[src/include/system_defs.svh]
`ifndef SYSTEM_DEFS_SVH
`define SYSTEM_DEFS_SVH

////////////////////
// bus widths
////////////////////

// byte address, 32 bit data words
`define ADDR_W 16
`define DATA_W 32

// internal memory depth, in words
`define MEM_ADDR_W 10

////////////////////
// address regions
////////////////////

// top address bits pick the region
`define REGION_W 2

`define REGION_MEM 0
`define REGION_UART 2
`define REGION_BOOT 3

////////////////////
// timing
////////////////////

// clocks per uart bit
`define UART_DIV 8

// cpu reset pulse after boot clears
`define BOOT_RESET_CYCLES 4

`endif
[src/source/system_pkg.sv]
`default_nettype none

`include "system_defs.svh"

package system_pkg;

   // master request, held stable until ready
   typedef struct packed {
      logic                 valid;
      logic [`ADDR_W-1:0]   addr;
      logic [`DATA_W-1:0]   wdata;
      logic [`DATA_W/8-1:0] wstrb;
   } bus_req_t;

   // rdata only meaningful while ready is high
   typedef struct packed {
      logic [`DATA_W-1:0] rdata;
      logic               ready;
   } bus_resp_t;

   // region select plus byte offset inside the region
   typedef struct packed {
      logic [`REGION_W-1:0]         region;
      logic [`ADDR_W-`REGION_W-1:0] offset;
   } bus_addr_fields_t;

   // one address word, seen flat or split
   typedef union packed {
      logic [`ADDR_W-1:0] word;
      bus_addr_fields_t   fields;
   } bus_addr_u;

endpackage

`default_nettype wire

[src/source/boot_ctrl.sv]
`default_nettype none

`include "system_defs.svh"

module boot_ctrl (
   input  logic                  clk,
   input  logic                  rst_n,
   input  system_pkg::bus_req_t  req,
   output system_pkg::bus_resp_t resp,
   output logic                  boot,
   output logic                  cpu_reset
);

   localparam int CNT_W = $clog2(`BOOT_RESET_CYCLES + 1);

   // reset sequencer states
   localparam logic [1:0] ST_IDLE  = 2'd0;
   localparam logic [1:0] ST_ARM   = 2'd1;
   localparam logic [1:0] ST_PULSE = 2'd2;

   logic [1:0]       state;
   logic [CNT_W-1:0] cnt;
   logic             ready_q;
   logic             wr_en;
   logic             clear_hit;

   assign wr_en     = req.valid & ~ready_q & (|req.wstrb);
   // only a 1 to 0 change of the flag restarts the cpu
   assign clear_hit = wr_en & ~req.wdata[0] & boot;

   always_ff @(posedge clk or negedge rst_n) begin
      if (!rst_n) begin
         ready_q <= 1'b0;
         boot    <= 1'b1;
      end else begin
         ready_q <= req.valid & ~ready_q;
         if (clear_hit) begin
            boot <= 1'b0;
         end
      end
   end

   ////////////////////
   // cpu reset pulse
   ////////////////////

   // ARM covers the ready cycle, pulse starts right after it
   always_ff @(posedge clk or negedge rst_n) begin
      if (!rst_n) begin
         state <= ST_IDLE;
         cnt   <= '0;
      end else begin
         case (state)
            ST_IDLE: begin
               if (clear_hit) begin
                  state <= ST_ARM;
               end
            end
            ST_ARM: begin
               state <= ST_PULSE;
               cnt   <= CNT_W'(`BOOT_RESET_CYCLES - 1);
            end
            ST_PULSE: begin
               if (cnt == '0) begin
                  state <= ST_IDLE;
               end else begin
                  cnt <= cnt - 1'b1;
               end
            end
            default: state <= ST_IDLE;
         endcase
      end
   end

   assign cpu_reset  = (state == ST_PULSE);

   assign resp.rdata = {{(`DATA_W-1){1'b0}}, boot};
   assign resp.ready = ready_q;

endmodule

`default_nettype wire

[config.mk]
export PLATFORM = sky130hd
export DESIGN_NAME = boot_ctrl
export DESIGN_NICKNAME = d
export VERILOG_FILES = /design/src/source/system_pkg.sv /design/src/source/boot_ctrl.sv
export VERILOG_INCLUDE_DIRS = /design/src /design/src/include
export SDC_FILE = /design/constraint.sdc
export NUM_CORES = 1
export LEC_CHECK = 0
export ABC_AREA = 1
export BUFFER_PORTS_ARGS = -buffer_cell sky130_fd_sc_hd__buf_4
export CORE_UTILIZATION = 28
export DETAILED_ROUTE_END_ITERATION = 7
export PLACE_DENSITY = 0.78
export SYNTH_ARGS = -nofsm -noshare
export SYNTH_HDL_FRONTEND = slang
export SYNTH_SLANG_ARGS = --single-unit
[constraint.sdc]
create_clock -name clk -period 1.55 [get_ports clk]
set_input_delay 0.0775 -clock clk [delete_from_list [all_inputs] [get_ports clk]]
set_output_delay 0.0775 -clock clk [all_outputs]
set_load 0.01 [all_outputs]
==> impl_metrics.ini, run 1 <==
[grt]
via_count_of_the_first_global_routing_pass = 308
grt_overflow_total = 0
grt_use_total_pct = 8.263
maximum_number_of_pins_on_one_net_before_global_route_repair = 8
number_of_antenna_violations_at_the_first_check_in_global_routing = 0
grt_first_pass_wirelength_um = 1269

[synth]
synth_top_area_cell = buf_4
seq_area_frac_synth_pct = 29.50
cells_taking_the_most_area_after_synthesis = buf_4 41%, dfrtp_1 25%, nand2_1 8.8%
yosys.area.top_type_share_pct = 41.42
synth.lib_cells_used.distinct = 15
yosys_warnings = 0
synth_area_per_cell_um2 = 7.767
synthesis.area_um2 = 598.1
synth-seq-cells = 7
synth_cells = 77

[drt]
postRouteWirelength_um = 794
drt-pass1-iter-count = 2
first_drt_iteration_drcs = 2
antenna_violating_nets_post_route = 0
via_count = 388
post-route-drc-count = 0
avgRoutedWirePerCell_um = 6.786
drt-vias-per-instance = 3.316

[job]
timing.max_cap.violations = 0

[worst_setup_path]
cp_data_arrival_time_ns = 1.44
cp.required_ns = 1.74
crit_path_start = cnt[0]$_DFFE_PN0P_
reg2reg_setup_slack_ns = 0.30
setup.worst_path.class = register to register
cp-start-kind = register
end_kind = register
worst_r2r_path_depth = 8
r2r_end = cnt[0]$_DFFE_PN0P_
rr_startpoint = cnt[0]$_DFFE_PN0P_
critical_path.max_fanout = 4

[floorplanning]
core_um2 = 1982
start_util_pct = 30.18
die_y_um = 48.22
dieWidth_um = 48.22
dieArea_um2 = 2325
rows = 16
floorplan.io_pins = 90

[worst_hold_path]
worstHoldPathCells = 3
hold_class = input port to register
whs_endpoint = ready_q$_DFF_PN0_
hold_crit_start = req[52]

[sta]
setup_viol = 0
final-hold-violation-count = 0
finalCritPeriodShare_pct = 80.86
final_period_minus_worst_setup_slack_ns = 1.253
report.final.slew_viol_count = 0
timing.fmax_ghz = 0.7978
fin_skew_ns = 0.0004235
rsz0062_at_grt = no
setup_total_negative_slack_ns = 0

[clock_tree]
post-cts-setup-buffer-count = 0
ctsHoldBuffers = 1
htreeDepth = 1
clock_tree.buffer_depth = 2
path_clk_slew_ns = 0.05
postCtsResizedCells = 0
clock_insertion_delay_worst_skew_ns = 0.25
clock_sink_count = 7
tritoncts = yes
clock_buffer_count_from_cts = 3
clk_root_buffer_cell = clkbuf_4

[finish]
fillCellCount = 217
post_layout_nonfiller_instances = 117
layout_area_growth_over_synthesis_pct = 2.929
final_layout_size_suffix_gt1_share_pct = 21.11
final_net_count = 148
antenna_cells = 0

[run_status]
status = finished clean

[placement]
dpl.hpwl_um = 690.3
globalplace.congestion = 0.6647
post-place-cells = 112
placement.io_buffers = 11

[power_and_ir_drop]
p_per_area_nw_per_um2 = 1272
irDropWorstVdd_mv = 0.4547
cellLeakagePower_uw = 0.0003729
## final cells by class
cell class / instances / area, um^2 / area share (%)
tap: 27 / 33.78 / 5.488
multi-input combinational: 57 / 249.0 / 40.45
timing repair buffer: 12 / 92.59 / 15.04
inverter: 10 / 37.54 / 6.098
clock buffer: 4 / 26.28 / 4.268
sequential: 7 / 176.4 / 28.66
## through the flow
step | worst slack (ns) | hold slack, ns | util (%) | area [um^2] | total power (uW)
2_1_floorplan | 0.4289 | -0.2181 | - | 710.7 | 581.8
3_3_place_gp | 0.3719 | -0.1062 | 29.23 | 579.3 | 596.4
3_5_place_dp | 0.2887 | -0.1015 | 29.23 | 579.3 | 625.0
4_1_cts | 0.2758 | 0.04400 | 31.06 | 615.6 | 795.6
5_1_grt | 0.1604 | 0.05595 | 31.06 | 615.6 | 859.5
6_report | 0.2966 | 0.04346 | 31.06 | 615.6 | 782.9
## routing by layer
metal | global-route usage (%) | part of all wire, % | vias to the layer above
met3 | 2.593 | 12 | 2
met5 | 0 | 0 | -
met1 | 9.502 | 39 | 163
met2 | 12.53 | 49 | 32
li1 | - | - | 191
met4 | 6.667 | 0.25 | 0
## synth_stat cells
cell type	count
nand2_1	14
a21oi_1	1
inv_2	1
nand3b_1	1
conb_1	1
inv_1	9
nor2_1	4
dfrtp_1	6
nand2_2	1
dfstp_2	1
nor2_2	1
buf_4	33
nand3_1	1
nand3_2	1
ha_1	2
## where the power goes
part | switching (uW) | internal (uW) | leakage [uW]
combinational | 202 | 130 | 0.000272
sequential | 36.5 | 248 | 0.0000861
clock | 67.7 | 98.3 | 0.0000150
## worst max path at each step
stage / cells past startpoint / end
3_5_place_dp: 8 / cnt[0]$_DFFE_PN0P_
4_1_cts: 8 / cnt[0]$_DFFE_PN0P_
6_report: 8 / cnt[0]$_DFFE_PN0P_
2_1_floorplan: 7 / cnt[2]$_DFFE_PN0P_
3_3_place_gp: 8 / cnt[0]$_DFFE_PN0P_
5_1_grt: 8 / cnt[0]$_DFFE_PN0P_
## critical path: stages, from the launching register on
cell	delay, ns
dfrtp_1	0.34
inv_1	0.06
ha_1	0.19
ha_1	0.17
inv_1	0.09
nand3_2	0.13
nand2_2	0.10
nand2_1	0.06
nand2_1	0.05
## cell families (layout without fill, tap and decap cells)
kind of cell / after synthesis / in the layout / synth area share, %
AO/OA/AOI/OAI: 1 / 1 / 0.8360
adder cells (fa/ha/maj): 2 / 2 / 4.183
buffers and inverters: 43 / 26 / 47.70
flip-flops: 7 / 7 / 29.50
other: 1 / 31 / 0.6270
AND/OR/NAND/NOR: 23 / 23 / 17.16
## registers in the layout, indices dropped and copies added, names as in the netlist
| register | flops |
|---|---|
| state | 2 |
| cnt | 3 |
| boot | 1 |
| ready_q | 1 |
## layout by cell type, fill, tap and decap left out
| cell | n |
|---|---|
| conb_1 | 31 |
| nand2_1 | 14 |
| buf_4 | 11 |
| inv_1 | 9 |
| dfrtp_1 | 6 |
| nor2_1 | 4 |
| clkbuf_4 | 3 |
| ha_1 | 2 |
| inv_2 | 1 |
| nor2_2 | 1 |
| nand3_2 | 1 |
| nand2_2 | 1 |
| a21oi_1 | 1 |
| nand3_1 | 1 |
| nand3b_1 | 1 |
| dfstp_2 | 1 |
| clkbuf_1 | 1 |
| dlygate4sd3_1 | 1 |
Note: power is estimated with default switching activity, not from simulation.
==> run 2, diff against run 1 <==
--- a/config.mk
+++ b/config.mk
@@ -8,9 +8,9 @@
 export LEC_CHECK = 0
 export ABC_AREA = 1
 export BUFFER_PORTS_ARGS = -buffer_cell sky130_fd_sc_hd__buf_4
-export CORE_UTILIZATION = 28
+export CORE_UTILIZATION = 26
 export DETAILED_ROUTE_END_ITERATION = 7
-export PLACE_DENSITY = 0.78
+export PLACE_DENSITY = 0.76
 export SYNTH_ARGS = -nofsm -noshare
 export SYNTH_HDL_FRONTEND = slang
 export SYNTH_SLANG_ARGS = --single-unit
==> constraint.sdc (replaced) <==
create_clock -name clk -period 1.1 [get_ports clk]
set_input_delay 0.055 -clock clk [delete_from_list [all_inputs] [get_ports clk]]
set_output_delay 0.055 -clock clk [all_outputs]
set_load 0.01 [all_outputs]
==> run 2 against run 1 <==
  * The run now ends with negative setup slack left
  * Routed wire length is 3.8% higher
  * Sequential share of layout area decreased by 2.4 points
  * Combinational power up 99%
  * Via count up 3.4%
  * Maximum frequency grew 11%
  * Utilization is 0.39 points lower
  * Clock power rose by 43%
  * Global-route usage increased by 0.27 points
  * Highest routed layer unchanged
==> impl_metrics.ini, run 2 (synthesis results as in run 1) <==
[run_status]
status = complete, but fails checks
failed_checks = negative setup slack

[clock_tree]
clock_buffer_count_from_cts = 3
path_clk_slew_ns = 0.06
clock_sink_count = 7
clock_tree.buffer_depth = 2
tritoncts = yes
htreeDepth = 1
clock_insertion_delay_worst_skew_ns = 0.25
clk_root_buffer_cell = clkbuf_4

[worst_setup_path]
critical_path.max_fanout = 4
cp_slowest_stage_delay_ns = 0.36
setup.worst_path.class = register to register
cp.required_ns = 1.24
end_kind = register
cp_cell_instances = inv_2, ha_4, ha_4, inv_4, nand3_4, nand3_1, nand2_1
cp-start-kind = register
critical_path.most_common_cell = ha_4
critical-path-slowest-cell = dfrtp_1
cp_data_arrival_time_ns = 1.28

[drt]
postRouteWirelength_um = 824
drt-vias-per-instance = 3.342
antenna_violating_nets_post_route = 0
avgRoutedWirePerCell_um = 6.867
first_drt_iteration_drcs = 5
drt-pass1-iter-count = 4
post-route-drc-count = 0
via_count = 401

[finish]
max_reg_flops = 3
layout_area_growth_over_synthesis_pct = 12.34
registers.top_by_ff_count = cnt
largest_registers = cnt (3), state (2)
final_common_cell = conb_1
fillCellCount = 232
final_layout_size_suffix_gt1_share_pct = 28.26
final_net_count = 150
commonest_cells_after_routing_fill_and_taps_aside = 31 x conb_1, 14 x nand2_1, 13 x buf_4
antenna_cells = 0

[sta]
report.final.slew_viol_count = 0
final-hold-violation-count = 0
fin_skew_ns = 0.002842
finalCritPeriodShare_pct = 102.9
timing.fmax_ghz = 0.8834
timing.hold.ws_ns = 0.01378
final_period_minus_worst_setup_slack_ns = 1.132
rsz0062_at_grt = yes
finalWorstSetupSlack_ns = -0.03201
setup_viol = 3

[floorplanning]
die_y_um = 49.96
start_util_pct = 27.30
dieWidth_um = 49.96
floorplan.io_pins = 90
rows = 17
dieArea_um2 = 2496
core_um2 = 2191

[power_and_ir_drop]
irDropWorstVdd_mv = 0.6586
cellLeakagePower_uw = 0.0003826
p_per_area_nw_per_um2 = 1958

[placement]
dpl.hpwl_um = 699.8
placement.io_buffers = 11
dp_worst_setup_slack_ns = -0.1213
globalplace.congestion = 0.6348

[job]
timing.max_cap.violations = 0

[grt]
grt_overflow_total = 0
grt_first_pass_wirelength_um = 1497
grt_use_total_pct = 8.531
via_count_of_the_first_global_routing_pass = 367
number_of_antenna_violations_at_the_first_check_in_global_routing = 0
maximum_number_of_pins_on_one_net_before_global_route_repair = 8

[worst_hold_path]
hold_class = input port to register
run 2: report_power, final:
group | switching [uW] | internal (uW) | total [uW] | leakage [uW]
Clock | 98.8 | 139 | 238 | 0.0000150
Combinational | 360 | 301 | 661 | 0.000281
Sequential | 67.4 | 350 | 417 | 0.0000861
Total | 526 | 790 | 1320 | 0.000383
run 2: what timing repair did:
action                                  in CTS  in global routing
endpoints found under the setup margin       4                  4
buffers inserted                             1                  0
endpoints found under the hold margin        7                  0
hold buffers                                 1                  0
pin swaps                                    3                  1
gates resized for setup                      8                  1
run 2: layout make-up:
class / instances / area [um^2] / share of cell area (%)
multi-input combinational: 57 / 286.5 / 42.64
sequential: 7 / 176.4 / 26.26
timing repair buffer: 14 / 107.6 / 16.01
inverter: 10 / 40.04 / 5.959
tap: 28 / 35.03 / 5.214
clock buffer: 4 / 26.28 / 3.911
run 2: critical path: cells and delay by family (launching register included):
| family | cells | cell delay, ns |
|---|---|---|
| and+or+nand+nor | 3 | 0.23 |
| buffers and inverters | 2 | 0.12 |
| DFF | 1 | 0.36 |
| adders and majority gates | 2 | 0.32 |
run 2: layer usage:
layer  vias up  track usage (%)  part of all wire [%]
met5         -                0                     0
li1        192                -                     -
met3         4            4.321                    10
met2        30            13.96                    47
met1       175            8.349                    39
met4         0            5.714                   3.2
run 2: final timing paths:
check / from / to / slack [ns] / cells after the start
worst max-delay path: cnt[0]$_DFFE_PN0P_ / cnt[2]$_DFFE_PN0P_ / -0.03 / 7
worst min-delay path: req[52] / ready_q$_DFF_PN0_ / 0.01 / 3
worst max register to register: cnt[0]$_DFFE_PN0P_ / cnt[2]$_DFFE_PN0P_ / -0.03 / 7
worst min register to register: boot$_DFFE_PN1P_ / boot$_DFFE_PN1P_ / 0.46 / 2
max in group asynchronous: rst_n / boot$_DFFE_PN1P_ / 0.73 / 2
min in group asynchronous: rst_n / cnt[2]$_DFFE_PN0P_ / 0.16 / 2
run 2: metrics by stage:
stage | utilization, % | setup TNS, ns | instances | total power (uW) | area [um^2]
finish | 30.67 | -0.06492 | 120 | 1316 | 671.9
global route | 30.67 | -0.2720 | 120 | 1453 | 671.9
CTS | 30.44 | -0.07718 | 120 | 1312 | 666.9
detailed placement | 26.96 | -0.3453 | 114 | 920.3 | 590.6
global placement | 26.96 | -0.09360 | 114 | 868.7 | 590.6
floorplan | - | -0.001679 | 107 | 822.7 | 713.2
==> run 3, diff against run 2 <==
--- a/config.mk
+++ b/config.mk
@@ -10,7 +10,7 @@
 export BUFFER_PORTS_ARGS = -buffer_cell sky130_fd_sc_hd__buf_4
 export CORE_UTILIZATION = 26
 export DETAILED_ROUTE_END_ITERATION = 7
-export PLACE_DENSITY = 0.76
+export PLACE_DENSITY = 0.87
 export SYNTH_ARGS = -nofsm -noshare
 export SYNTH_HDL_FRONTEND = slang
 export SYNTH_SLANG_ARGS = --single-unit
==> run 3 against run 2 <==
  * The flow still finishes with violations (negative setup slack)
  * Combinational power rose by 24%
  * Die area stayed put
  * Critical path depth unchanged
  * Clock-buffer cell count unchanged
  * Via count up 7.7%
  * Sequential power grew 2%
==> impl_metrics.ini, run 3 (synthesis results as in run 1) <==
[clock_tree]
clk_root_buffer_cell = clkbuf_4
clock_tree.buffer_depth = 2
clock_insertion_delay_worst_skew_ns = 0.25
path_clk_slew_ns = 0.05
clock_buffer_count_from_cts = 3
tritoncts = yes
clock_sink_count = 7
htreeDepth = 1

[drt]
post-route-drc-count = 0
via_count = 432
antenna_violating_nets_post_route = 0
postRouteWirelength_um = 921
avgRoutedWirePerCell_um = 7.488
first_drt_iteration_drcs = 3
drt-pass1-iter-count = 2
drt-vias-per-instance = 3.512

[sta]
finalWorstSetupSlack_ns = -0.08011
final_period_minus_worst_setup_slack_ns = 1.180
timing.fmax_ghz = 0.8474
report.final.slew_viol_count = 0
fin_skew_ns = 0.005069
finalCritPeriodShare_pct = 107.3
rsz0062_at_grt = yes
final-hold-violation-count = 0
timing.hold.ws_ns = 0.01574
setup_viol = 4

[finish]
commonest_cells_after_routing_fill_and_taps_aside = 31 x conb_1, 15 x buf_4, 11 x nand2_1
final_core_utilization_pct = 32.44
fillCellCount = 237
max_reg_flops = 3
antenna_cells = 0
design_area_um2 = 710.7
layout_area_growth_over_synthesis_pct = 18.83
multi_input_comb_area_um2 = 299.0
final_layout_size_suffix_gt1_share_pct = 34.74
final_net_count = 153
largest_registers = cnt (3), state (2)
layout.area.seq_um2 = 176.4
final_common_cell = conb_1
post_layout_nonfiller_instances = 123
registers.top_by_ff_count = cnt

[power_and_ir_drop]
p_per_area_nw_per_um2 = 2072
cellLeakagePower_uw = 0.0004006
irDropWorstVdd_mv = 1.191

[floorplanning]
floorplan.io_pins = 90
start_util_pct = 27.30
die_y_um = 49.96
rows = 17
core_um2 = 2191
dieArea_um2 = 2496
dieWidth_um = 49.96

[worst_setup_path]
cp-start-kind = register
cp_cell_instances = inv_2, ha_4, ha_4, inv_4, nand3_4, nand2_1, nand2_1
cp_slowest_stage_delay_ns = 0.37
cp_data_arrival_time_ns = 1.32
setup.worst_path.class = register to register
end_kind = register
cp.required_ns = 1.24
critical-path-slowest-cell = dfrtp_1
critical_path.max_fanout = 4

[grt]
maximum_number_of_pins_on_one_net_before_global_route_repair = 8
grt_use_total_pct = 7.959
number_of_antenna_violations_at_the_first_check_in_global_routing = 0
via_count_of_the_first_global_routing_pass = 394
grt_first_pass_wirelength_um = 1449
grt_overflow_total = 0

[run_status]
status = complete, but fails checks
failed_checks = negative setup slack

[placement]
placement.io_buffers = 11
dpl.hpwl_um = 630.6
post-place-cells = 114
globalplace.congestion = 0.7310
placed_area_um2 = 590.6

[job]
timing.max_cap.violations = 0

[worst_hold_path]
hold_class = input port to register
[run 3: changes by cell type in the layout (fill, tap and decap cells not counted), sizes merged]
cell | before | now
buf | 13 | 16
[run 3: metal layers]
metal	global-route usage [%]	part of all wire (%)
met1	6.691	37
met2	15.32	51
met3	1.235	7.9
met4	7.619	3.6
met5	0	0
[run 3: cell type report]
| class | count | share of cell area, % |
|---|---|---|
| multi-input combinational | 57 | 42.08 |
| sequential | 7 | 24.82 |
| timing repair buffer | 17 | 18.84 |
| inverter | 10 | 5.634 |
| tap | 28 | 4.930 |
| clock buffer | 4 | 3.697 |
[run 3: critical path, delay by kind of cell, from the launching register on]
family                     cells  cell delay [ns]
DFF                            1             0.37
and+or+nand+nor                3             0.25
buffers and inverters          2             0.13
adders and majority gates      2             0.32
[run 3: metrics by stage]
stage                     setup TNS (ns)  setup WS, ns  total power, uW
after global routing             -0.4934       -0.1274             1586
after floorplan                -0.001679     -0.001679            822.7
after global placement          -0.07796      -0.02679            874.9
after CTS                        -0.1349      -0.04567             1329
final                            -0.2807      -0.08011             1473
after detailed placement         -0.2974       -0.1067            912.6
[run 3: power breakdown]
part	total [uW]	switching, uW	internal, uW	leakage (uW)
Combinational	821	426	395	0.000299
Sequential	424	73.1	350	0.0000861
Clock	228	90.3	138	0.0000150
[run 3: final timing paths]
path | slack, ns | depth (start not counted) | end | start
setup / recovery | -0.08 | 7 | cnt[0]$_DFFE_PN0P_ | cnt[0]$_DFFE_PN0P_
hold / removal | 0.02 | 3 | ready_q$_DFF_PN0_ | req[52]
setup reg to reg | -0.08 | 7 | cnt[0]$_DFFE_PN0P_ | cnt[0]$_DFFE_PN0P_
hold reg to reg | 0.47 | 2 | boot$_DFFE_PN1P_ | boot$_DFFE_PN1P_
max in group asynchronous | 0.74 | 2 | boot$_DFFE_PN1P_ | rst_n
min in group asynchronous | 0.15 | 2 | state[0]$_DFFE_PN0P_ | rst_n
[run 3: what timing repair did]
item | in CTS | in global routing
endpoints found under the setup margin | 4 | 5
buffers inserted | 1 | 3
hold buffers | 1 | 0
gates resized for setup | 10 | 4
gates cloned | 0 | 0
endpoints found under the hold margin | 7 | 0
pin swaps | 5 | 5
