$ cat src/include/system_defs.svh
`ifndef SYSTEM_DEFS_SVH
`define SYSTEM_DEFS_SVH

////////////////////
// bus widths
////////////////////

// byte address, 32 bit data words
`define ADDR_W 16
`define DATA_W 32

// internal memory depth, in words
`define MEM_ADDR_W 10

////////////////////
// address regions
////////////////////

// top address bits pick the region
`define REGION_W 2

`define REGION_MEM 0
`define REGION_UART 2
`define REGION_BOOT 3

////////////////////
// timing
////////////////////

// clocks per uart bit
`define UART_DIV 8

// cpu reset pulse after boot clears
`define BOOT_RESET_CYCLES 4

`endif
$ cat src/source/system_pkg.sv
`default_nettype none

`include "system_defs.svh"

package system_pkg;

   // master request, held stable until ready
   typedef struct packed {
      logic                 valid;
      logic [`ADDR_W-1:0]   addr;
      logic [`DATA_W-1:0]   wdata;
      logic [`DATA_W/8-1:0] wstrb;
   } bus_req_t;

   // rdata only meaningful while ready is high
   typedef struct packed {
      logic [`DATA_W-1:0] rdata;
      logic               ready;
   } bus_resp_t;

   // region select plus byte offset inside the region
   typedef struct packed {
      logic [`REGION_W-1:0]         region;
      logic [`ADDR_W-`REGION_W-1:0] offset;
   } bus_addr_fields_t;

   // one address word, seen flat or split
   typedef union packed {
      logic [`ADDR_W-1:0] word;
      bus_addr_fields_t   fields;
   } bus_addr_u;

endpackage

`default_nettype wire

$ cat src/source/uart_core.sv
`default_nettype none

`include "system_defs.svh"

module uart_core (
   input  logic                  clk,
   input  logic                  rst_n,
   input  system_pkg::bus_req_t  req,
   output system_pkg::bus_resp_t resp,
   output logic                  txd,
   input  logic                  rxd,
   output logic                  rts,
   input  logic                  cts
);

   import system_pkg::*;

   localparam int BAUD_W = $clog2(`UART_DIV);

   // word offsets
   localparam logic [1:0] REG_STATUS = 2'd0;
   localparam logic [1:0] REG_TX     = 2'd1;
   localparam logic [1:0] REG_RX     = 2'd2;

   bus_addr_u          addr;
   logic [1:0]         reg_sel;
   logic               ready_q;
   logic [`DATA_W-1:0] rdata_q;
   logic               acc_wr;
   logic               acc_rd;

   logic               tx_start;
   logic               tx_busy;
   logic [9:0]         tx_shift;
   logic [3:0]         tx_bits;
   logic [BAUD_W-1:0]  tx_baud;
   logic [7:0]         tx_data;

   logic [1:0]         rx_sync;
   logic               rx_busy;
   logic [3:0]         rx_bits;
   logic [BAUD_W-1:0]  rx_baud;
   logic [7:0]         rx_shift;
   logic [7:0]         rx_data;
   logic               rx_valid;

   assign addr.word = req.addr;
   assign reg_sel   = addr.fields.offset[3:2];
   assign acc_wr    = req.valid & ~ready_q & (|req.wstrb);
   assign acc_rd    = req.valid & ~ready_q & ~(|req.wstrb);
   assign tx_busy   = (tx_bits != 4'd0);
   // writes while busy or while cts is high are dropped
   assign tx_start  = acc_wr && (reg_sel == REG_TX) && !tx_busy && !cts;

   ////////////////////
   // register access
   ////////////////////

   always_ff @(posedge clk or negedge rst_n) begin
      if (!rst_n) begin
         ready_q <= 1'b0;
      end else begin
         ready_q <= req.valid & ~ready_q;
      end
   end

   always_ff @(posedge clk) begin
      if (acc_rd) begin
         case (reg_sel)
            REG_STATUS: rdata_q <= {{(`DATA_W-2){1'b0}}, rx_valid, tx_busy};
            REG_TX:     rdata_q <= {{(`DATA_W-8){1'b0}}, tx_data};
            REG_RX:     rdata_q <= {{(`DATA_W-8){1'b0}}, rx_data};
            default:    rdata_q <= '0;
         endcase
      end
      if (tx_start) begin
         tx_data <= req.wdata[7:0];
      end
   end

   assign resp.rdata = rdata_q;
   assign resp.ready = ready_q;

   ////////////////////
   // transmitter
   ////////////////////

   // frame is start, 8 data lsb first, stop
   always_ff @(posedge clk or negedge rst_n) begin
      if (!rst_n) begin
         tx_shift <= '1;
         tx_bits  <= 4'd0;
         tx_baud  <= '0;
      end else if (tx_start) begin
         tx_shift <= {1'b1, req.wdata[7:0], 1'b0};
         tx_bits  <= 4'd10;
         tx_baud  <= BAUD_W'(`UART_DIV - 1);
      end else if (tx_busy) begin
         if (tx_baud == '0) begin
            tx_shift <= {1'b1, tx_shift[9:1]};
            tx_bits  <= tx_bits - 4'd1;
            tx_baud  <= BAUD_W'(`UART_DIV - 1);
         end else begin
            tx_baud <= tx_baud - 1'b1;
         end
      end
   end

   assign txd = tx_shift[0];

   ////////////////////
   // receiver
   ////////////////////

   // first sample lands mid start bit, the rest one bit apart
   always_ff @(posedge clk or negedge rst_n) begin
      if (!rst_n) begin
         rx_sync  <= 2'b11;
         rx_busy  <= 1'b0;
         rx_bits  <= 4'd0;
         rx_baud  <= '0;
         rx_valid <= 1'b0;
      end else begin
         rx_sync <= {rx_sync[0], rxd};
         if (acc_rd && reg_sel == REG_RX) begin
            rx_valid <= 1'b0;
         end
         if (!rx_busy) begin
            if (!rx_sync[1]) begin
               rx_busy <= 1'b1;
               rx_bits <= 4'd10;
               rx_baud <= BAUD_W'(`UART_DIV / 2 - 1);
            end
         end else if (rx_baud != '0) begin
            rx_baud <= rx_baud - 1'b1;
         end else begin
            rx_baud <= BAUD_W'(`UART_DIV - 1);
            rx_bits <= rx_bits - 4'd1;
            if (rx_bits == 4'd10) begin
               // line back high, glitch and not a start bit
               if (rx_sync[1]) begin
                  rx_busy <= 1'b0;
               end
            end else if (rx_bits == 4'd1) begin
               rx_busy <= 1'b0;
               // new byte wins over a clearing read
               if (rx_sync[1]) begin
                  rx_valid <= 1'b1;
               end
            end
         end
      end
   end

   always_ff @(posedge clk) begin
      if (rx_busy && rx_baud == '0) begin
         if (rx_bits > 4'd1 && rx_bits < 4'd10) begin
            rx_shift <= {rx_sync[1], rx_shift[7:1]};
         end
         // keep the byte only with a good stop bit
         if (rx_bits == 4'd1 && rx_sync[1]) begin
            rx_data <= rx_shift;
         end
      end
   end

   assign rts = rx_valid;

endmodule

`default_nettype wire

$ cat config.mk
export PLATFORM = sky130hd
export DESIGN_NAME = uart_core
export DESIGN_NICKNAME = d
export VERILOG_FILES = /design/src/source/system_pkg.sv /design/src/source/uart_core.sv
export VERILOG_INCLUDE_DIRS = /design/src /design/src/include
export SDC_FILE = /design/constraint.sdc
export NUM_CORES = 1
export LEC_CHECK = 0
export BUFFER_PORTS_ARGS = -buffer_cell sky130_fd_sc_hd__clkbuf_2
export CORE_MARGIN = 2
export CORE_UTILIZATION = 56
export CTS_BUF_LIST = sky130_fd_sc_hd__clkbuf_2 sky130_fd_sc_hd__clkbuf_4 sky130_fd_sc_hd__clkbuf_8
export CTS_CLUSTER_SIZE = 16
export DETAILED_ROUTE_END_ITERATION = 16
export MAX_ROUTING_LAYER = met4
export PLACE_DENSITY = 0.87
export SKIP_CTS_REPAIR_TIMING = 1
export SYNTH_ARGS = -nofsm -noshare
export SYNTH_HDL_FRONTEND = slang
export SYNTH_SLANG_ARGS = --single-unit
$ cat constraint.sdc
create_clock -name clk -period 4.5 [get_ports clk]
set_input_delay 0 -clock clk [delete_from_list [all_inputs] [get_ports clk]]
set_output_delay 0 -clock clk [all_outputs]
set_load 0.01 [all_outputs]
==> results of run 1 <==
==> cells in the mapped netlist, types with 2 or more instances <==
cell type / instances / area (um2)
edfxtp_1: 32 / 961
nor2_1: 4 / 15.0
inv_1: 19 / 71.3
nand2_1: 6 / 22.5
mux2i_1: 4 / 40.0
and2_1: 2 / 12.5
o21ai_0: 10 / 50.1
a2bb2oi_1: 2 / 17.5
a31oi_1: 3 / 18.8
dfstp_2: 11 / 289
buf_4: 25 / 188
a221oi_1: 7 / 61.3
nor3b_1: 2 / 15.0
dfrtp_1: 17 / 425
o31ai_1: 2 / 15.0
a21oi_1: 12 / 60.1
nand3_1: 3 / 15.0
nor4_1: 2 / 12.5
a22oi_1: 3 / 22.5
nor3_1: 8 / 40.0
mux2_2: 3 / 33.8
clkbuf_1: 6 / 22.5
nor2b_1: 3 / 18.8
a22o_1: 7 / 61.3
or3b_1: 2 / 17.5
ha_1: 8 / 100
or4_1: 2 / 15.0
nand2b_1: 3 / 18.8
==> logic make-up (layout without fill, tap and decap cells) <==
| group | Yosys count | in the layout |
|---|---|---|
| xor+xnor | 1 | 1 |
| other cells | 1 | 24 |
| simple gates | 42 | 42 |
| flops | 60 | 60 |
| buf+inv | 52 | 76 |
| fa+ha+maj | 8 | 8 |
| mux | 7 | 7 |
| compound gates | 49 | 49 |
==> sequential cells by signal, summed over array words and instances, names as in the netlist <==
register / cells
rts: 1
rx_baud: 3
rx_busy: 1
rx_bits: 4
tx_baud: 3
rx_data: 8
tx_bits: 4
tx_shift: 9
rx_sync: 2
ready_q: 1
tx_data: 8
rdata_q: 8
rx_shift: 8
==> metrics by stage <==
step                instances  power, uW  utilization  hold slack (ps)
floorplan                 243        836            -             -296
global placement          308        862        0.605             69.3
detailed placement        308        877        0.605             73.4
CTS                       324       1470        0.657             -290
global route              334       1540        0.678             51.6
finish                    334       1470        0.678             33.4
==> worst max-delay path by stage <==
stage,startpoint,end,slack (ps),depth (start not counted)
finish,tx_bits[0]$_DFFE_PN0P_,tx_shift[0]$_DFFE_PN1P_,1700,5
CTS,tx_bits[0]$_DFFE_PN0P_,tx_shift[0]$_DFFE_PN1P_,1670,5
global route,tx_bits[0]$_DFFE_PN0P_,tx_shift[0]$_DFFE_PN1P_,1450,5
detailed placement,tx_bits[0]$_DFFE_PN0P_,tx_bits[0]$_DFFE_PN0P_,1730,5
global placement,tx_bits[0]$_DFFE_PN0P_,tx_data[7]$_DFFE_PP_,1780,4
floorplan,tx_bits[0]$_DFFE_PN0P_,tx_data[0]$_DFFE_PP_,1890,5
==> power groups by stage <==
| stage | sequential (uW) | combinational [uW] | clock, uW |
|---|---|---|---|
| after floorplan | 681 | 154 | 0 |
| after global placement | 693 | 169 | 0 |
| after detailed placement | 696 | 182 | 0 |
| after CTS | 686 | 183 | 602 |
| after global routing | 695 | 217 | 627 |
| final | 687 | 188 | 593 |
==> cell usage in the layout (no fill, tap or decap), types with 8 or more instances in the layout <==
master	synthesis	layout
inv_1	19	19
ha_1	8	8
clkbuf_8	0	10
clkbuf_2	0	29
o21ai_0	10	10
edfxtp_1	32	32
a21oi_1	12	12
dfrtp_1	17	17
conb_1	1	24
dfstp_2	11	11
nor3_1	8	8
dlygate4sd3_1	0	10
==> layout make-up <==
cell class,count,area [um2]
Sequential cell,60,1680
Fill cell,319,1520
Multi-Input combinational cell,131,871
Timing Repair Buffer,40,253
Clock buffer,11,145
Clock inverter,5,98.8
Tap cell,67,83.8
Inverter,20,75.1
==> layer usage <==
layer	wire length [um]	share of wire
met5	0	0
met4	98	0.019
met3	281	0.055
met2	2500	0.49
met1	2190	0.43
==> flow_summary.yaml, run 1 <==
run:
  drv_cap: 0
pwr:
  combPwrFrac: 0.128
  pwr-share-seq: 0.468
  netSwitchingPower_uw: 358
  clock_power_share: 0.404
  pwr_density_cell_mw_per_mm2: 459
  vdd_ir_drop_max_uv: 304
  leakage_uw: 0.00133
  switching_share: 0.244
  p_int_uw: 1110
floorplan:
  die_w_um: 74
  core_mm2: 0.00472
  fp-row-count: 25
  io_pins: 92
  floorplan.initialDensity: 0.581
  die_h_um: 74
  die-area_mm2: 0.00548
critical_path:
  worst-path-buf-inv: 1
  regToRegEndpoint: "tx_shift[0]$_DFFE_PN1P_"
  path_max_fanout: 20
  path_cells: "inv_1 -> ha_1 -> or3b_1 -> nor4_2 -> o21ai_0"
  cp-start-kind: "flip-flop"
  cp_slowest_cell: "nor4_2"
  r2r_slack_ps: 1700
  crit_family: "simple AND/OR/NAND/NOR gates"
  end_kind: "flip-flop"
  critPathArrivalTime_ps: 3000
  reg2reg_depth: 5
  slowest_delay_ps: 1070
  r2r_start: "tx_bits[0]$_DFFE_PN0P_"
  crit_required_ps: 4710
  crit_type: "reg -> reg"
hold_path:
  min_from: "req[39]"
  min_path_cells: 2
  min_to: "rdata_q[0]$_DFFE_PP_"
  hp-class: "in -> reg"
grt:
  gr-usage-met3: 0.0610
  grt-ovfl-total: 0
  antenna_found_initial: 0
  grt.met2_usage: 0.312
  first_global_vias: 1585
  grt_max_degree: 29
  grt_pass1_wl_um: 7690
  grt_use_met1: 0.249
  grt_use_total: 0.202
  top_usage_layer: "met2"
yosys:
  synth_cells: 220
  netlist-cell-type-count: 40
  async_flop_share: 0.467
  synthAdderAreaFrac: 0.0365
  synth-compound-area-share: 0.121
  synth-main-ff-cell: "edfxtp_1"
  syn-cell-area_mm2: 0.00274
  synth_area_per_cell_um2: 12.5
  yosys.area_share.simple: 0.0948
  ys_seq_elements: 60
  synth_mux_area_frac: 0.0269
  synth_edf_count: 32
  synth_warnings: 0
  ys_seq_area_frac: 0.611
  synth_top_family_by_area: "compound AO/OA/AOI/OAI gates"
  synth_xor_area_frac: 0.00319
sta:
  skew_ps: 8.97
  fin_crit_sh: 0.622
  final-hold-violation-count: 0
  setup_slack_ps: 1700
  finalSetupViolations: 0
  period_needed_ps: 2800
  slew_headroom: 0.144
  rsz0062_at_grt: "no"
  timing.fmax_mhz: 358
  tightest_slew_ps: 1270
  fin_setup_tns_ps: 0
  report.final.slew_viol_count: 0
clocking:
  cts_tree: "done"
  clk_pin_slew_worst_paths_ps: 70
  cts_max_level: 3
  cts_buffer_depth: 2
  clock-sinks: 60
  clock_tree.root_cell: "clkbuf_8"
  cts_buffers: 9
  clock_latency_ps: 340
place:
  gp_congestion: 0.770
  hpwlAfterDp_um: 3360
  port_buffers: 29
  dp_slack_ps: 1730
  placedInstanceArea_mm2: 0.00286
final_layout:
  num_antenna_cells: 0
  layout.nets: 327
  fin_area_mm2: 0.00320
  syn_to_final_growth_pct: 16.7
  layout-drive-gt1-share: 0.228
detailed_routing:
  routedWlPerCell_um: 15.2
  num_vias: 1783
  ant_nets: 0
  drc: 0
  initialDrtViolationCount: 242
  viasPerCell: 5.34
  drt_pre_antenna_iters: 4
  wl_um: 5070
outcome:
  status: "completed"
Note: power is estimated with default switching activity, not from simulation.
==> run 2: changes to the inputs <==
--- a/config.mk
+++ b/config.mk
@@ -8,12 +8,12 @@
 export LEC_CHECK = 0
 export BUFFER_PORTS_ARGS = -buffer_cell sky130_fd_sc_hd__clkbuf_2
 export CORE_MARGIN = 2
-export CORE_UTILIZATION = 56
+export CORE_UTILIZATION = 47
 export CTS_BUF_LIST = sky130_fd_sc_hd__clkbuf_2 sky130_fd_sc_hd__clkbuf_4 sky130_fd_sc_hd__clkbuf_8
 export CTS_CLUSTER_SIZE = 16
 export DETAILED_ROUTE_END_ITERATION = 16
 export MAX_ROUTING_LAYER = met4
-export PLACE_DENSITY = 0.87
+export PLACE_DENSITY = 0.78
 export SKIP_CTS_REPAIR_TIMING = 1
 export SYNTH_ARGS = -nofsm -noshare
 export SYNTH_HDL_FRONTEND = slang
==> constraint.sdc (replaced) <==
create_clock -name clk -period 2.3 [get_ports clk]
set_input_delay 0 -clock clk [delete_from_list [all_inputs] [get_ports clk]]
set_output_delay 0 -clock clk [all_outputs]
set_load 0.01 [all_outputs]
==> flow_summary.yaml, run 2 (synthesized netlist as in run 1, its figures left out) <==
grt:
  antenna_found_initial: 0
  grt-ovfl-total: 0
  grt_max_degree: 29
  grt_pass1_wl_um: 7670
  first_global_vias: 1621
  grt_use_total: 0.166
detailed_routing:
  num_vias: 1796
  ant_nets: 0
  viasPerCell: 5.18
  initialDrtViolationCount: 104
  wl_met3_um: 330
  routedWlPerCell_um: 14.1
  drc: 0
  drt_pre_antenna_iters: 4
  wl_um: 4880
  met2_wirelength_um: 2380
  met1_length_um: 2130
  top_layer: "met4"
floorplan:
  die-area_mm2: 0.00646
  die_h_um: 80.4
  core_mm2: 0.00557
  floorplan.initialDensity: 0.492
  io_pins: 92
  fp-row-count: 27
  die_w_um: 80.4
sta:
  period_needed_ps: 2150
  slew_headroom: 0.533
  fin_setup_tns_ps: 0
  final-hold-violation-count: 0
  tightest_slew_ps: 701
  rsz0062_at_grt: "no"
  skew_ps: 11.0
  timing.fmax_mhz: 466
  fin_crit_sh: 0.933
  fin_hold_ws_ps: 21.0
  report.final.slew_viol_count: 0
  finalSetupViolations: 0
final_layout:
  layout-drive-gt1-share: 0.258
  regMostFlops: "tx_shift"
  largest_reg_flops: 9
  layout.nets: 335
  syn_to_final_growth_pct: 16.8
  final_common_cell: "edfxtp_1"
  num_antenna_cells: 0
  final_cell_mix: "edfxtp_1, clkbuf_2, conb_1"
critical_path:
  path_cells: "inv_1 -> ha_1 -> or3b_1 -> buf_4 -> nor4_2 -> buf_4"
  end_kind: "flip-flop"
  cp-start-kind: "flip-flop"
  worst-path-buf-inv: 3
  reg2reg_depth: 6
  crit_type: "reg -> reg"
  critPathArrivalTime_ps: 2190
  regToRegEndpoint: "tx_data[6]$_DFFE_PP_"
  r2r_slack_ps: 150
  crit_required_ps: 2350
  r2r_start: "tx_bits[0]$_DFFE_PN0P_"
  cp_slowest_cell: "dfrtp_1"
  slowest_delay_ps: 400
  crit_family: "simple AND/OR/NAND/NOR gates"
  path_max_fanout: 19
  crit_path_frequent_cell: "buf_4"
clocking:
  clock_tree.root_cell: "clkbuf_8"
  clk_pin_slew_worst_paths_ps: 70
  clock_latency_ps: 340
  cts_buffer_depth: 2
  clock-sinks: 60
  cts_buffers: 9
  cts_max_level: 3
  cts_tree: "done"
hold_path:
  min_to: "rdata_q[1]$_DFFE_PP_"
  min_path_cells: 2
  hp-class: "in -> reg"
  min_from: "req[39]"
pwr:
  leakage_uw: 0.00134
  pwr_density_cell_mw_per_mm2: 794
  vdd_ir_drop_max_uv: 749
place:
  gp_congestion: 0.805
  hpwlAfterDp_um: 3360
  port_buffers: 29
outcome:
  status: "completed"
run:
  drv_cap: 0
==> run 2: per-stage QoR <==
stage | setup slack, ps | instances | cell area (um2) | utilization | power, uW
2_1_floorplan | 40.3 | 243 | 2840 | - | 1640
3_3_place_gp | 169 | 321 | 2920 | 0.525 | 1700
3_5_place_dp | 128 | 321 | 2920 | 0.525 | 1730
4_1_cts | 124 | 337 | 3100 | 0.556 | 2560
5_1_grt | 29.5 | 347 | 3210 | 0.575 | 2680
6_report | 155 | 347 | 3210 | 0.575 | 2550
==> run 2: metal layers <==
layer / up-vias / GRT usage
met5: - / -
met4: 0 / 0.0492
met3: 6 / 0.0674
met2: 71 / 0.248
met1: 861 / 0.209
li1: 858 / -
==> run 2: worst max-delay path by stage <==
| stage | start | cells after the start | to | slack (ps) |
|---|---|---|---|---|
| after floorplan | tx_bits[0]$_DFFE_PN0P_ | 5 | tx_data[0]$_DFFE_PP_ | 40 |
| after global placement | tx_bits[0]$_DFFE_PN0P_ | 5 | tx_shift[2]$_DFFE_PN1P_ | 170 |
| final | tx_bits[0]$_DFFE_PN0P_ | 6 | tx_data[6]$_DFFE_PP_ | 150 |
| after CTS | tx_bits[0]$_DFFE_PN0P_ | 5 | tx_shift[7]$_DFFE_PN1P_ | 120 |
| after detailed placement | tx_bits[0]$_DFFE_PN0P_ | 5 | tx_shift[3]$_DFFE_PN1P_ | 130 |
| after global routing | tx_bits[0]$_DFFE_PN0P_ | 6 | tx_data[6]$_DFFE_PP_ | 30 |
==> run 2: cell type report <==
class	count	area, um2
clock buffers	9	124
clock inverters	7	53.8
fillers	471	2370
inverters	20	75.1
multi-input cells	131	875
flip-flops and latches	60	1680
well taps	72	90.1
repair buffers	48	313
==> run 2: power by group <==
part           leakage, uW  switching, uW  internal, uW
Sequential        0.000598           95.5          1240
Combinational     0.000652            200           177
Clock            0.0000931            436           395
Total              0.00134            732          1810
==> run 3: changes to the inputs <==
--- a/config.mk
+++ b/config.mk
@@ -7,7 +7,7 @@
 export NUM_CORES = 1
 export LEC_CHECK = 0
 export BUFFER_PORTS_ARGS = -buffer_cell sky130_fd_sc_hd__clkbuf_2
-export CORE_MARGIN = 2
+export CORE_MARGIN = 1
 export CORE_UTILIZATION = 47
 export CTS_BUF_LIST = sky130_fd_sc_hd__clkbuf_2 sky130_fd_sc_hd__clkbuf_4 sky130_fd_sc_hd__clkbuf_8
 export CTS_CLUSTER_SIZE = 16
==> flow_summary.yaml, run 3 (synthesized netlist as in run 1, its figures left out) <==
sta:
  slew_headroom: 0.522
  timing.fmax_mhz: 471
  skew_ps: 9.42
  finalSetupViolations: 0
  period_needed_ps: 2120
  final-hold-violation-count: 0
  fin_setup_tns_ps: 0
  tightest_slew_ps: 717
  rsz0062_at_grt: "no"
  fin_crit_sh: 0.923
  setup_slack_ps: 178
  report.final.slew_viol_count: 0
final_layout:
  num_antenna_cells: 0
  syn_to_final_growth_pct: 17.8
  final_common_cell: "edfxtp_1"
  fin_area_mm2: 0.00323
  final_cell_mix: "edfxtp_1, clkbuf_2, conb_1"
  largest_reg_flops: 9
  nFillCells: 448
  layout.nets: 333
  layout-drive-gt1-share: 0.249
  regMostFlops: "tx_shift"
floorplan:
  core_mm2: 0.00557
  die-area_mm2: 0.00615
  die_h_um: 78.4
  fp-row-count: 27
  floorplan.initialDensity: 0.492
  io_pins: 92
  die_w_um: 78.4
critical_path:
  crit_type: "reg -> reg"
  end_kind: "flip-flop"
  cp-start-kind: "flip-flop"
  crit_required_ps: 2560
  path_max_fanout: 19
  critPathArrivalTime_ps: 2380
hold_path:
  hp-class: "in -> reg"
clocking:
  cts_tree: "done"
  cts_buffers: 9
  clock-sinks: 60
  clock_latency_ps: 340
  cts_buffer_depth: 2
  clock_tree.root_cell: "clkbuf_8"
  clk_pin_slew_worst_paths_ps: 70
  cts_max_level: 3
grt:
  grt_pass1_wl_um: 7890
  grt.met2_usage: 0.267
  antenna_found_initial: 0
  grt_max_degree: 29
  grt_use_met1: 0.219
  gr-usage-met3: 0.0581
  grt_use_total: 0.180
  first_global_vias: 1673
  grt-ovfl-total: 0
  top_usage_layer: "met2"
place:
  placedInstanceArea_mm2: 0.00291
  dp_slack_ps: 81.3
  gp_congestion: 0.762
  hpwlAfterDp_um: 3320
  port_buffers: 29
detailed_routing:
  viasPerCell: 5.26
  drt_pre_antenna_iters: 4
  wl_um: 4900
  ant_nets: 0
  num_vias: 1813
  drc: 0
  routedWlPerCell_um: 14.2
  initialDrtViolationCount: 58
pwr:
  power.total_uw: 2750
  leakage_uw: 0.00135
  vdd_ir_drop_max_uv: 519
  pwr_density_cell_mw_per_mm2: 852
outcome:
  status: "completed"
run:
  drv_cap: 0
## run 3: where the power goes
| group | internal (uW) | switching (uW) | total [uW] |
|---|---|---|---|
| registers | 1240 | 93.8 | 1340 |
| clock network | 622 | 424 | 1050 |
| logic | 176 | 196 | 373 |
| total | 2040 | 714 | 2750 |
## run 3: metrics by stage
| stage | util | cells | hold WS [ps] |
|---|---|---|---|
| finish | 0.580 | 345 | 43.8 |
| global route | 0.580 | 345 | 42.4 |
| CTS | 0.561 | 335 | -287 |
| detailed placement | 0.522 | 319 | 80.6 |
| global placement | 0.522 | 319 | 77.4 |
| floorplan | - | 243 | -296 |
## run 3: final timing paths
kind                                   startpoint                      end  slack, ps  cells after the start
max in group asynchronous                   rst_n   rx_baud[1]$_DFFE_PN0P_       1580                      2
min reg2reg                  rx_sync[0]$_DFF_PN1_     rx_sync[1]$_DFF_PN1_        360                      0
min in group asynchronous                   rst_n   tx_baud[2]$_DFFE_PN0P_        260                      2
max reg2reg                tx_bits[0]$_DFFE_PN0P_  tx_shift[8]$_DFFE_PN1P_        180                      6
max                        tx_bits[0]$_DFFE_PN0P_  tx_shift[8]$_DFFE_PN1P_        180                      6
min                                       req[39]     rdata_q[1]$_DFFE_PP_         40                      2
## run 3: cell type report
class,instances,area [um2],share of cell area
timing repair buffer,46,298,0.0921
tap,72,90.1,0.0279
clock inverter,6,88.8,0.0275
sequential,60,1680,0.518
multi-input combinational,131,875,0.271
inverter,20,75.1,0.0232
clock buffer,10,131,0.0406
## run 3: per-layer routing
| metal | part of all wire | routed length (um) | vias up |
|---|---|---|---|
| met5 | 0 | 0 | - |
| met4 | 0.018 | 89 | 0 |
| met3 | 0.055 | 271 | 11 |
| met2 | 0.48 | 2330 | 73 |
| met1 | 0.45 | 2210 | 877 |
| li1 | - | - | 852 |
## run 3: critical path, stage by stage, from the launching register on
cell and delay (ps):
dfrtp_1 400, inv_1 90, ha_1 180, or3b_1 380, buf_4 230, nor4_4 530, mux2i_1 240
